<file path="src/hw/trig_pkg.sv">
`default_nettype none

package trig_pkg;

	// step of the pattern rotation, one step per accepted trigger
	typedef logic [1:0] token_t;

	localparam token_t TOKEN_FIRST  = 2'd0;
	localparam token_t TOKEN_SECOND = 2'd1;
	localparam token_t TOKEN_THIRD  = 2'd2;
	localparam token_t TOKEN_FOURTH = 2'd3;

	// flops on the raw trigger input ahead of edge detection
	localparam int SYNC_STAGES = 2;

	// clocks between self-trigger events
	localparam int SELF_PERIOD = 64;
	localparam int SELF_CNT_WIDTH = $clog2(SELF_PERIOD);

	// pulse-width patterns, msb leaves the line first
	// high time shrinks by one bit per step
	localparam logic [7:0] PATTERN_FIRST  = 8'b1111_0000;
	localparam logic [7:0] PATTERN_SECOND = 8'b1110_0000;
	localparam logic [7:0] PATTERN_THIRD  = 8'b1100_0000;
	localparam logic [7:0] PATTERN_FOURTH = 8'b1000_0000;

endpackage

`default_nettype wire

</file>
<file path="src/hw/serdes_pkg.sv">
`default_nettype none

package serdes_pkg;

	// bits per serial word
	localparam int WORD_WIDTH = 8;

	// width of the bit counter in the serializer
	localparam int BIT_CNT_WIDTH = $clog2(WORD_WIDTH);

	// one parallel word as handed to the serializer
	typedef logic [WORD_WIDTH-1:0] word_t;

	// line level between words
	localparam logic IDLE_LEVEL = 1'b0;

endpackage

`default_nettype wire

</file>
<file path="src/hw/trigger_decode.sv">
`timescale 1ns/1ps
`default_nettype none

module trigger_decode (
	input  logic clock,
	input  logic reset1,
	input  logic trigger_input,
	input  logic self_mode,
	output logic trig_event
);
	import trig_pkg::*;

	// synchronizer chain with the raw pin at index 0
	logic [SYNC_STAGES-1:0] sync_q;
	// two earlier synchronized samples with the newest in bit 0
	logic [1:0] hist_q;
	logic trig_level;
	logic edge_seen;

	logic self_mode_q;
	logic self_entry;
	logic [SELF_CNT_WIDTH-1:0] period_cnt;
	logic period_wrap;

	assign trig_level = sync_q[SYNC_STAGES-1];

	// low, low, then high
	assign edge_seen = trig_level && (hist_q == 2'b00);

	assign self_entry = self_mode && !self_mode_q;
	assign period_wrap = (period_cnt == SELF_CNT_WIDTH'(SELF_PERIOD - 1));

	// input synchronizer and history
	always_ff @(posedge clock) begin
		if (reset1) begin
			sync_q <= '0;
			hist_q <= 2'b00;
		end else begin
			sync_q <= {sync_q[SYNC_STAGES-2:0], trigger_input};
			hist_q <= {hist_q[0], trig_level};
		end
	end

	// self-trigger period counter
	always_ff @(posedge clock) begin
		if (reset1) begin
			self_mode_q <= 1'b0;
			period_cnt <= '0;
		end else begin
			self_mode_q <= self_mode;
			if (!self_mode || self_entry) begin
				// start a fresh period on entry
				period_cnt <= '0;
			end else if (period_wrap) begin
				period_cnt <= '0;
			end else begin
				period_cnt <= period_cnt + 1'b1;
			end
		end
	end

	// one clock wide event
	// the external input is ignored while the timer runs
	always_ff @(posedge clock) begin
		if (reset1) begin
			trig_event <= 1'b0;
		end else if (self_mode) begin
			trig_event <= period_wrap;
		end else begin
			trig_event <= edge_seen;
		end
	end

endmodule

`default_nettype wire

</file>
<file path="src/hw/pattern_sequencer.sv">
`timescale 1ns/1ps
`default_nettype none

module pattern_sequencer (
	input  logic clock,
	input  logic reset1,
	input  logic trig_event,
	input  logic ack,
	output logic req,
	output serdes_pkg::word_t word,
	output logic sync,
	output logic busy
);
	import trig_pkg::*;
	import serdes_pkg::*;

	token_t token_q;
	logic accept;
	word_t next_word;

	// pattern for the current step
	function automatic word_t select_pattern(input token_t step);
		word_t pattern;
		case (step)
			TOKEN_FIRST:  pattern = word_t'(PATTERN_FIRST);
			TOKEN_SECOND: pattern = word_t'(PATTERN_SECOND);
			TOKEN_THIRD:  pattern = word_t'(PATTERN_THIRD);
			TOKEN_FOURTH: pattern = word_t'(PATTERN_FOURTH);
			default:      pattern = word_t'(PATTERN_FIRST);
		endcase
		return pattern;
	endfunction

	// events during a handshake are dropped and do not move the token
	assign accept = trig_event && !req && !ack;
	assign next_word = select_pattern(token_q);

	assign busy = req | ack;

	// token rotation and request side of the handshake
	always_ff @(posedge clock) begin
		if (reset1) begin
			token_q <= TOKEN_FIRST;
			req <= 1'b0;
		end else if (accept) begin
			token_q <= token_t'(token_q + 1'b1);
			req <= 1'b1;
		end else if (req && ack) begin
			// word taken, release the request
			req <= 1'b0;
		end
	end

	// sync marks the span from the first pattern to the second
	always_ff @(posedge clock) begin
		if (reset1) begin
			sync <= 1'b0;
		end else if (accept) begin
			if (token_q == TOKEN_FIRST) begin
				sync <= 1'b1;
			end else if (token_q == TOKEN_SECOND) begin
				sync <= 1'b0;
			end
		end
	end

	// held stable while req is high
	always_ff @(posedge clock) begin
		if (accept) begin
			word <= next_word;
		end
	end

endmodule

`default_nettype wire

</file>
<file path="src/hw/word_serializer.sv">
`timescale 1ns/1ps
`default_nettype none

module word_serializer (
	input  logic clock,
	input  logic reset1,
	input  logic req,
	input  serdes_pkg::word_t word,
	output logic ack,
	output logic serial_out
);
	import serdes_pkg::*;

	word_t shift_q;
	logic active;
	logic [BIT_CNT_WIDTH-1:0] bit_cnt;
	logic start;
	logic last_bit;

	// a new request only shows up with ack low and the line idle
	assign start = req && !ack && !active;

	// eighth bit is on the line
	assign last_bit = active && (bit_cnt == BIT_CNT_WIDTH'(WORD_WIDTH - 1));

	// msb of the shift register drives the line while a word is out
	assign serial_out = active ? shift_q[WORD_WIDTH-1] : IDLE_LEVEL;

	// acknowledge side and bit counting
	always_ff @(posedge clock) begin
		if (reset1) begin
			ack <= 1'b0;
			active <= 1'b0;
			bit_cnt <= '0;
		end else if (start) begin
			ack <= 1'b1;
			active <= 1'b1;
			bit_cnt <= '0;
		end else if (active) begin
			bit_cnt <= bit_cnt + 1'b1;
			if (last_bit) begin
				active <= 1'b0;
				// req normally dropped long ago
				if (!req) begin
					ack <= 1'b0;
				end
			end
		end else if (ack && !req) begin
			// late release of req
			ack <= 1'b0;
		end
	end

	// shift register, refilled with the idle level from the bottom
	always_ff @(posedge clock) begin
		if (start) begin
			shift_q <= word;
		end else if (active) begin
			shift_q <= {shift_q[WORD_WIDTH-2:0], IDLE_LEVEL};
		end
	end

endmodule

`default_nettype wire

</file>
<file path="src/hw/trigger_serdes_top.sv">
`timescale 1ns/1ps
`default_nettype none

module trigger_serdes_top (
	input  logic clock,
	input  logic reset1,
	input  logic trigger_input,
	input  logic self_mode,
	output logic serial_out,
	output logic sync,
	output logic busy
);
	import serdes_pkg::*;

	logic trig_event;
	logic req;
	logic ack;
	word_t word;

	// edge finder and self-trigger timer
	trigger_decode i_trigger_decode (
		.clock         (clock),
		.reset1        (reset1),
		.trigger_input (trigger_input),
		.self_mode     (self_mode),
		.trig_event    (trig_event)
	);

	// token and pattern choice, request side
	pattern_sequencer i_pattern_sequencer (
		.clock      (clock),
		.reset1     (reset1),
		.trig_event (trig_event),
		.ack        (ack),
		.req        (req),
		.word       (word),
		.sync       (sync),
		.busy       (busy)
	);

	// acknowledge side and serial line
	word_serializer i_word_serializer (
		.clock      (clock),
		.reset1     (reset1),
		.req        (req),
		.word       (word),
		.ack        (ack),
		.serial_out (serial_out)
	);

endmodule

`default_nettype wire

</file>
<file path="config.mk">
export PLATFORM = sky130hd
export DESIGN_NAME = trigger_serdes_top
export DESIGN_NICKNAME = d
export VERILOG_FILES = /design/src/hw/trig_pkg.sv /design/src/hw/serdes_pkg.sv /design/src/hw/trigger_decode.sv /design/src/hw/pattern_sequencer.sv /design/src/hw/word_serializer.sv /design/src/hw/trigger_serdes_top.sv
export SDC_FILE = /design/constraint.sdc
export NUM_CORES = 1
export LEC_CHECK = 0
export ABC_AREA = 1
export BUFFER_PORTS_ARGS = -buffer_cell sky130_fd_sc_hd__buf_4
export CAP_MARGIN = 20
export CORE_MARGIN = 2
export CORE_UTILIZATION = 50
export CTS_CLUSTER_DIAMETER = 80
export CTS_CLUSTER_SIZE = 20
export DETAILED_ROUTE_END_ITERATION = 12
export PLACE_DENSITY = 0.68
export SYNTH_ARGS = -nofsm -noshare
export SYNTH_HDL_FRONTEND = slang
export SYNTH_SLANG_ARGS = --single-unit
</file>
<file path="constraint.sdc">
create_clock -name clock -period 3 [get_ports clock]
set_clock_uncertainty 0.2 [all_clocks]
set_input_delay 0.15 -clock clock [delete_from_list [all_inputs] [get_ports clock]]
set_output_delay 0.15 -clock clock [all_outputs]
set_load 0.05 [all_outputs]
</file>
==> results of run 1 <==
## power by group
part / internal [mW] / leakage, nW / switching [mW]
clock: 0.0522 / 0.0150 / 0.105
sequential: 0.394 / 0.236 / 0.00380
combinational: 0.0140 / 0.272 / 0.0192
## state kept, by name, summed over array words and instances (netlist names)
register                      cells
i_trigger_decode.hist_q           2
i_pattern_sequencer.word          3
i_word_serializer.bit_cnt         3
i_pattern_sequencer.token_q       2
i_pattern_sequencer.sync          1
i_trigger_decode.period_cnt       6
i_trigger_decode.self_mode_q      1
i_pattern_sequencer.req           1
i_trigger_decode.trig_event       1
i_word_serializer.shift_q         4
i_trigger_decode.sync_q           2
i_word_serializer.active          1
i_word_serializer.ack             1
## worst max-delay path, delay by kind of cell, from the launching register on
| kind | cells | cell delay [ns] |
|---|---|---|
| buffers and inverters | 2 | 0.24 |
| flip-flops | 1 | 0.36 |
| AND/OR/NAND/NOR | 1 | 0.18 |
## path summary, 6_finish.rpt
kind                                                    end  slack [ns]  cells after the start
worst max-delay path                                   busy        1.54                      3
worst min-delay path             i_trigger_decode.sync_q[1]        0.22                      2
worst max register to register  i_pattern_sequencer.word[5]        1.56                      3
worst min register to register   i_trigger_decode.sync_q[1]        0.22                      2
## area by class of cell
cell class                      count  area share
Tap cell                           28      0.0279
Multi-Input combinational cell     75       0.312
Timing Repair Buffer               10      0.0678
Clock buffer                        4      0.0209
Sequential cell                    28       0.502
Inverter                           23      0.0688
## logic make-up after synthesis
kind of cell,count (synthesis),synth area share
adder cells (fa/ha/maj),6,0.0674
XOR/XNOR,3,0.0236
AND/OR/NAND/NOR,50,0.187
AO/OA/AOI/OAI,16,0.0742
buffers and inverters,24,0.0820
flip-flops,28,0.566
## stage by stage
step	area [µm²]	hold slack [ns]
after floorplan	1110	0.0570
after global placement	1190	0.160
after detailed placement	1190	0.174
after CTS	1250	0.220
after global routing	1250	0.267
final	1250	0.219
## layout by cell type (no fill, tap or decap), drive strengths merged
master / n
o21ai: 7
inv: 23
buf: 6
nand3: 6
clkbuf: 4
a21oi: 8
dfxtp: 21
or2: 2
edfxtp: 7
nor2: 20
nand2: 22
xor2: 1
dlygate4sd3: 4
xnor2: 2
ha: 6
o21bai: 1
## routing by layer
metal | track usage | up-vias | share of wire
met5 | 0 | - | 0
met4 | 0.0946 | 0 | 0.028
met3 | 0.0351 | 5 | 0.024
met2 | 0.275 | 8 | 0.46
met1 | 0.176 | 331 | 0.49
li1 | - | 419 | -
## timing repair
action                                 CTS  global route
buffers inserted                         0             0
resized for setup                        0             0
endpoints found under the hold margin   11             0
hold buffers                             4             0
==> results.md, run 1 <==
- Outcome: completed
- Via count: 763
- Critical Path Fanout Max: 4
- I/O Buffers: 6
- Worst Tran Pin Value: ~0.27 ns
- PD cells: about 470 nW/µm²
- Ys Warns: 0
- Synthesized area per cell: about 8.8 µm²
- Cell Rows: 17
- Final min period: 1.46 ns
- Initial DRC count: 4
- Kind of critical path: reg2out
- Fin. max-slew vios: 0
- Cell Area, Synth: 1110 µm²
- DP Wirelength: around 1200 µm
- Max Root-Sink Buffers: 2
- Cells after synthesis: 127
- Most frequent cells after synthesis: inv_1, nand2_1, dfxtp_1
- Antenna diodes: 0
- Die W: between 50 and 60 µm
- Initial antenna violation count: 0
- Vias in the first global route: 776
- Peak Freq: 0.685 GHz
- Pwr Total: 588 µW
- Netlist cell types: 18
- DRC Markers: 0
- Sequential area share after synthesis: 0.566
- Main synth FF type: dfxtp_1
- TritonRoute pass-1 iters: 3
- Die Y: between 50 and 60 µm
- RSZ-0062 raised after global routing: false
- Biggest area consumer among synthesized cells: dfxtp_1
- Crit. End Element: output pin
- Final cell count without fillers: approximately 170
- H-tree depth: 1
- Synth top area share: 0.378
- Crit path from: i_word_serializer.ack
- Post-synth EDFFs: 7
- Nets: ~150
- Initial core utilization: 0.518
- Final TNS setup: 0 ns
- Async set-reset flop share out of synthesis: 0
- Tot GR Track Use: 0.158
- Placed cell count: 160
- Rel. slew slack: 0.818
- CTS Buf Count: 3
- Worst setup margin: between 1.5 and 2 ns
- Hold wc startpoint: i_trigger_decode.sync_q[0]
- Crit-path cells: nor2_1, inv_1, buf_4
- Share of cells above drive strength 1: 0.0929
- Yosys reg bits: 28
- CTS root buf: clkbuf_4
- Footprint of the multi-input gates: between 300 and 400 µm²
- GP Congestion: just over 0.7
- Largest net degree at the start of global routing: 16
- Critical path arrival: roughly 1.1 ns
- Pleak: 0.523 nW
- Max VDD drop: approximately 0.34 mV
- Via density: about 4.5
- # IOs: 7
- Clock sinks: 28
- Register area: 631 µm²
- Max_cap viols: 0
- Critical Path RT: 2.65 ns
- Final setup viols: 0
- Mean routed wirelength per cell: about 9.7 µm
- Final Cycle Share: 0.486
- Clk Latency, worst-skew pair: about 0.33 ns
- Drt total wl: roughly 1600 µm
- Post-synthesis net count: 137
- Total grt overflow: 0
- Type of the most critical hold path: reg2reg
- Synth area leaders: dfxtp_1, edfxtp_1, inv_1
- Max stage delay on crit path: 0.36 ns
- First-pass GRT wire length: approximately 3000 µm
- CTS tree: yes
- Crit path max-delay cell type: dfxtp_1
- Clk slew on worst S/H paths: approximately 0.14 ns
- Fillers: roughly 210
- Full die area: ~2600 µm²
- Final ANT Viol Nets: 0
- Final core utilization: 0.584
- Startpoint types: register
- Worst r2r src: i_pattern_sequencer.token_q[0]
- DP Worst Slack: between 1.5 and 2 ns
- Core area: 2150 µm²
- Final Hold Violating Endpoints: 0
- Area grow syn2layout: 12.7%
Note: power is estimated with default switching activity, not from simulation.
==> run 2, diff against run 1 <==
- clock period: 3 -> 1.5 ns (I/O delays scaled with it)
==> run 2 against run 1 <==
  * First-iteration DRC count unchanged
  * Sequential cell count unchanged
  * Non-clock buffer count unchanged
  * Highest routed layer unchanged
==> results.md, run 2 (synthesis results as in run 1) <==
- DP Wirelength: 1230 µm (unchanged)
- DRC Markers: 0 (unchanged)
- Drt total wl: 1640 µm (about the same)
- CTS Buf Count: 3 (unchanged)
- Antenna diodes: 0 (unchanged)
- First-pass GRT wire length: 3020 µm (unchanged)
- Full die area: 2620 µm² (unchanged)
- GP Congestion: 0.728 (unchanged)
- Final ANT Viol Nets: 0 (unchanged)
- Area grow syn2layout: 13.0%
- PD cells: 935 nW/µm² (+99%)
- Largest net degree at the start of global routing: 16 (unchanged)
- Commonest non-fill, non-tap cell in the layout: inv_1
- Die Y: 51.2 µm (unchanged)
- Final Hold Violating Endpoints: 0 (unchanged)
- Startpoint types: register
- H-tree depth: 1 (unchanged)
- GR Layer Usage met2: 0.275 (unchanged)
- Vias in the first global route: 776 (unchanged)
- Total grt overflow: 0 (unchanged)
- Peak Freq: roughly 0.7 GHz
- TritonRoute pass-1 iters: 4 (+1)
- Rel. slew slack: 0.818 (unchanged)
- Crit. End Element: register
- Share of cells above drive strength 1: 0.107 (+0.0143)
- Top flop regs: i_trigger_decode.period_cnt: 6 flops, i_word_serializer.shift_q: 4 flops
- Nets: 151 (unchanged)
- Die W: 51.2 µm (unchanged)
- Met3 Use GR: 0.0351 (unchanged)
- Via count: 763 (unchanged)
- # IOs: 7 (unchanged)
- Max reg flops: 6 (unchanged)
- Outcome: completed
- Register area: 632 µm² (+0.20%)
- DP Worst Slack: 0.0687 ns (-1.50 ns)
- Core area: 2150 µm² (unchanged)
- Combinational Power Share: 0.057 (about the same)
- Max_cap viols: 0 (unchanged)
- Fin. max-slew vios: 0 (unchanged)
- CTS tree: yes
- Clock share of power: 0.268 (about the same)
- Initial DRC count: 4 (unchanged)
- Sequential power share: 0.676 (about the same)
- Critical path arrival: 1.30 ns (+0.19 ns)
- Kind of critical path: reg2reg
- Max VDD drop: 0.678 mV (+100%)
- Switching pwr: 256 µW (+100%)
- Final min period: between 1 and 1.5 ns
- Worst Tran Pin Value: 0.272 ns (-0.000000119 ns)
- Tot GR Track Use: 0.158 (unchanged)
- Initial antenna violation count: 0 (unchanged)
- Final setup viols: 0 (unchanged)
- CTS root buf: clkbuf_4
- Final TNS setup: 0 ns (unchanged)
- Type of the most critical hold path: reg2reg
- Worst setup margin: 0.109 ns (-1.43 ns)
- Critical Path RT: 1.41 ns (-1.24 ns)
- Clk Latency, worst-skew pair: 0.33 ns (about the same)
- Cell Rows: 17 (unchanged)
- Max Root-Sink Buffers: 2 (unchanged)
- Switching Share: 0.218 (about the same)
- Initial core utilization: 0.518 (unchanged)
- Register with the most flip-flops: i_trigger_decode.period_cnt
- Pleak: 0.523 nW (+0.16%)
- M1 GR Usage: 0.176 (unchanged)
- Critical Path Fanout Max: 4 (unchanged)
- Mean routed wirelength per cell: 9.74 µm (about the same)
- Busiest grt layer: met2
- Via density: 4.54 (unchanged)
- Footprint of the multi-input gates: 394 µm² (+0.64%)
- I/O Buffers: 6 (unchanged)
- Commonest non-fill, non-tap cells in the layout: inv_1, nand2_1, dfxtp_1
- Clk slew on worst S/H paths: 0.14 ns (about the same)
- Clock sinks: 28 (unchanged)
- Fillers: 206 (-0.48%)
- Final Cycle Share: 0.927
- Int Pwr: 920 µW (+100%)
- RSZ-0062 raised after global routing: false
## run 2: metal layers
metal | routed length [µm] | up-vias
met1 | 777 | 329
li1 | - | 418
met2 | 761 | 11
met3 | 51 | 5
met5 | 0 | -
met4 | 45 | 0
## run 2: timing repair
action / CTS / global route
setup buffers: 0 / 0
hold endpoints to repair: 21 / 0
hold buffers: 4 / 0
setup endpoints to repair: 0 / 6
gates resized for setup: 0 / 2
## run 2: critical path: stages, from the launching register on
cell and delay, ns:
dfxtp_2 0.38, inv_1 0.07, ha_1 0.22, or2_2 0.29
## run 2: power groups by stage
stage / clock network, mW / registers [mW] / logic (mW)
2_1_floorplan: 0 / 0.812 / 0.0396
3_3_place_gp: 0 / 0.811 / 0.0572
3_5_place_dp: 0 / 0.812 / 0.0591
4_1_cts: 0.331 / 0.795 / 0.0673
5_1_grt: 0.347 / 0.797 / 0.0769
6_report: 0.315 / 0.795 / 0.0667
## run 2: metrics by stage
| step | power (mW) | utilization | area [µm²] | hold slack, ns | cells |
|---|---|---|---|---|---|
| floorplan | 0.852 | - | 1110 | -0.0180 | 127 |
| global placement | 0.868 | 0.553 | 1190 | 0.0854 | 160 |
| detailed placement | 0.871 | 0.553 | 1190 | 0.0986 | 160 |
| CTS | 1.19 | 0.584 | 1250 | 0.220 | 168 |
| global route | 1.22 | 0.586 | 1260 | 0.267 | 168 |
| finish | 1.18 | 0.586 | 1260 | 0.219 | 168 |
## run 2: area by class of cell
class / instances / share of cell area
Inverter: 23 / 0.0686
Tap cell: 28 / 0.0278
Sequential cell: 28 / 0.502
Timing Repair Buffer: 10 / 0.0676
Multi-Input combinational cell: 75 / 0.313
Clock buffer: 4 / 0.0209
## run 2: worst paths after layout
| path | startpoint | to | slack [ns] | depth (start not counted) |
|---|---|---|---|---|
| setup / recovery | i_pattern_sequencer.token_q[0] | i_pattern_sequencer.word[5] | 0.11 | 3 |
| hold / removal | i_trigger_decode.sync_q[0] | i_trigger_decode.sync_q[1] | 0.22 | 2 |
| setup reg to reg | i_pattern_sequencer.token_q[0] | i_pattern_sequencer.word[5] | 0.11 | 3 |
| hold reg to reg | i_trigger_decode.sync_q[0] | i_trigger_decode.sync_q[1] | 0.22 | 2 |
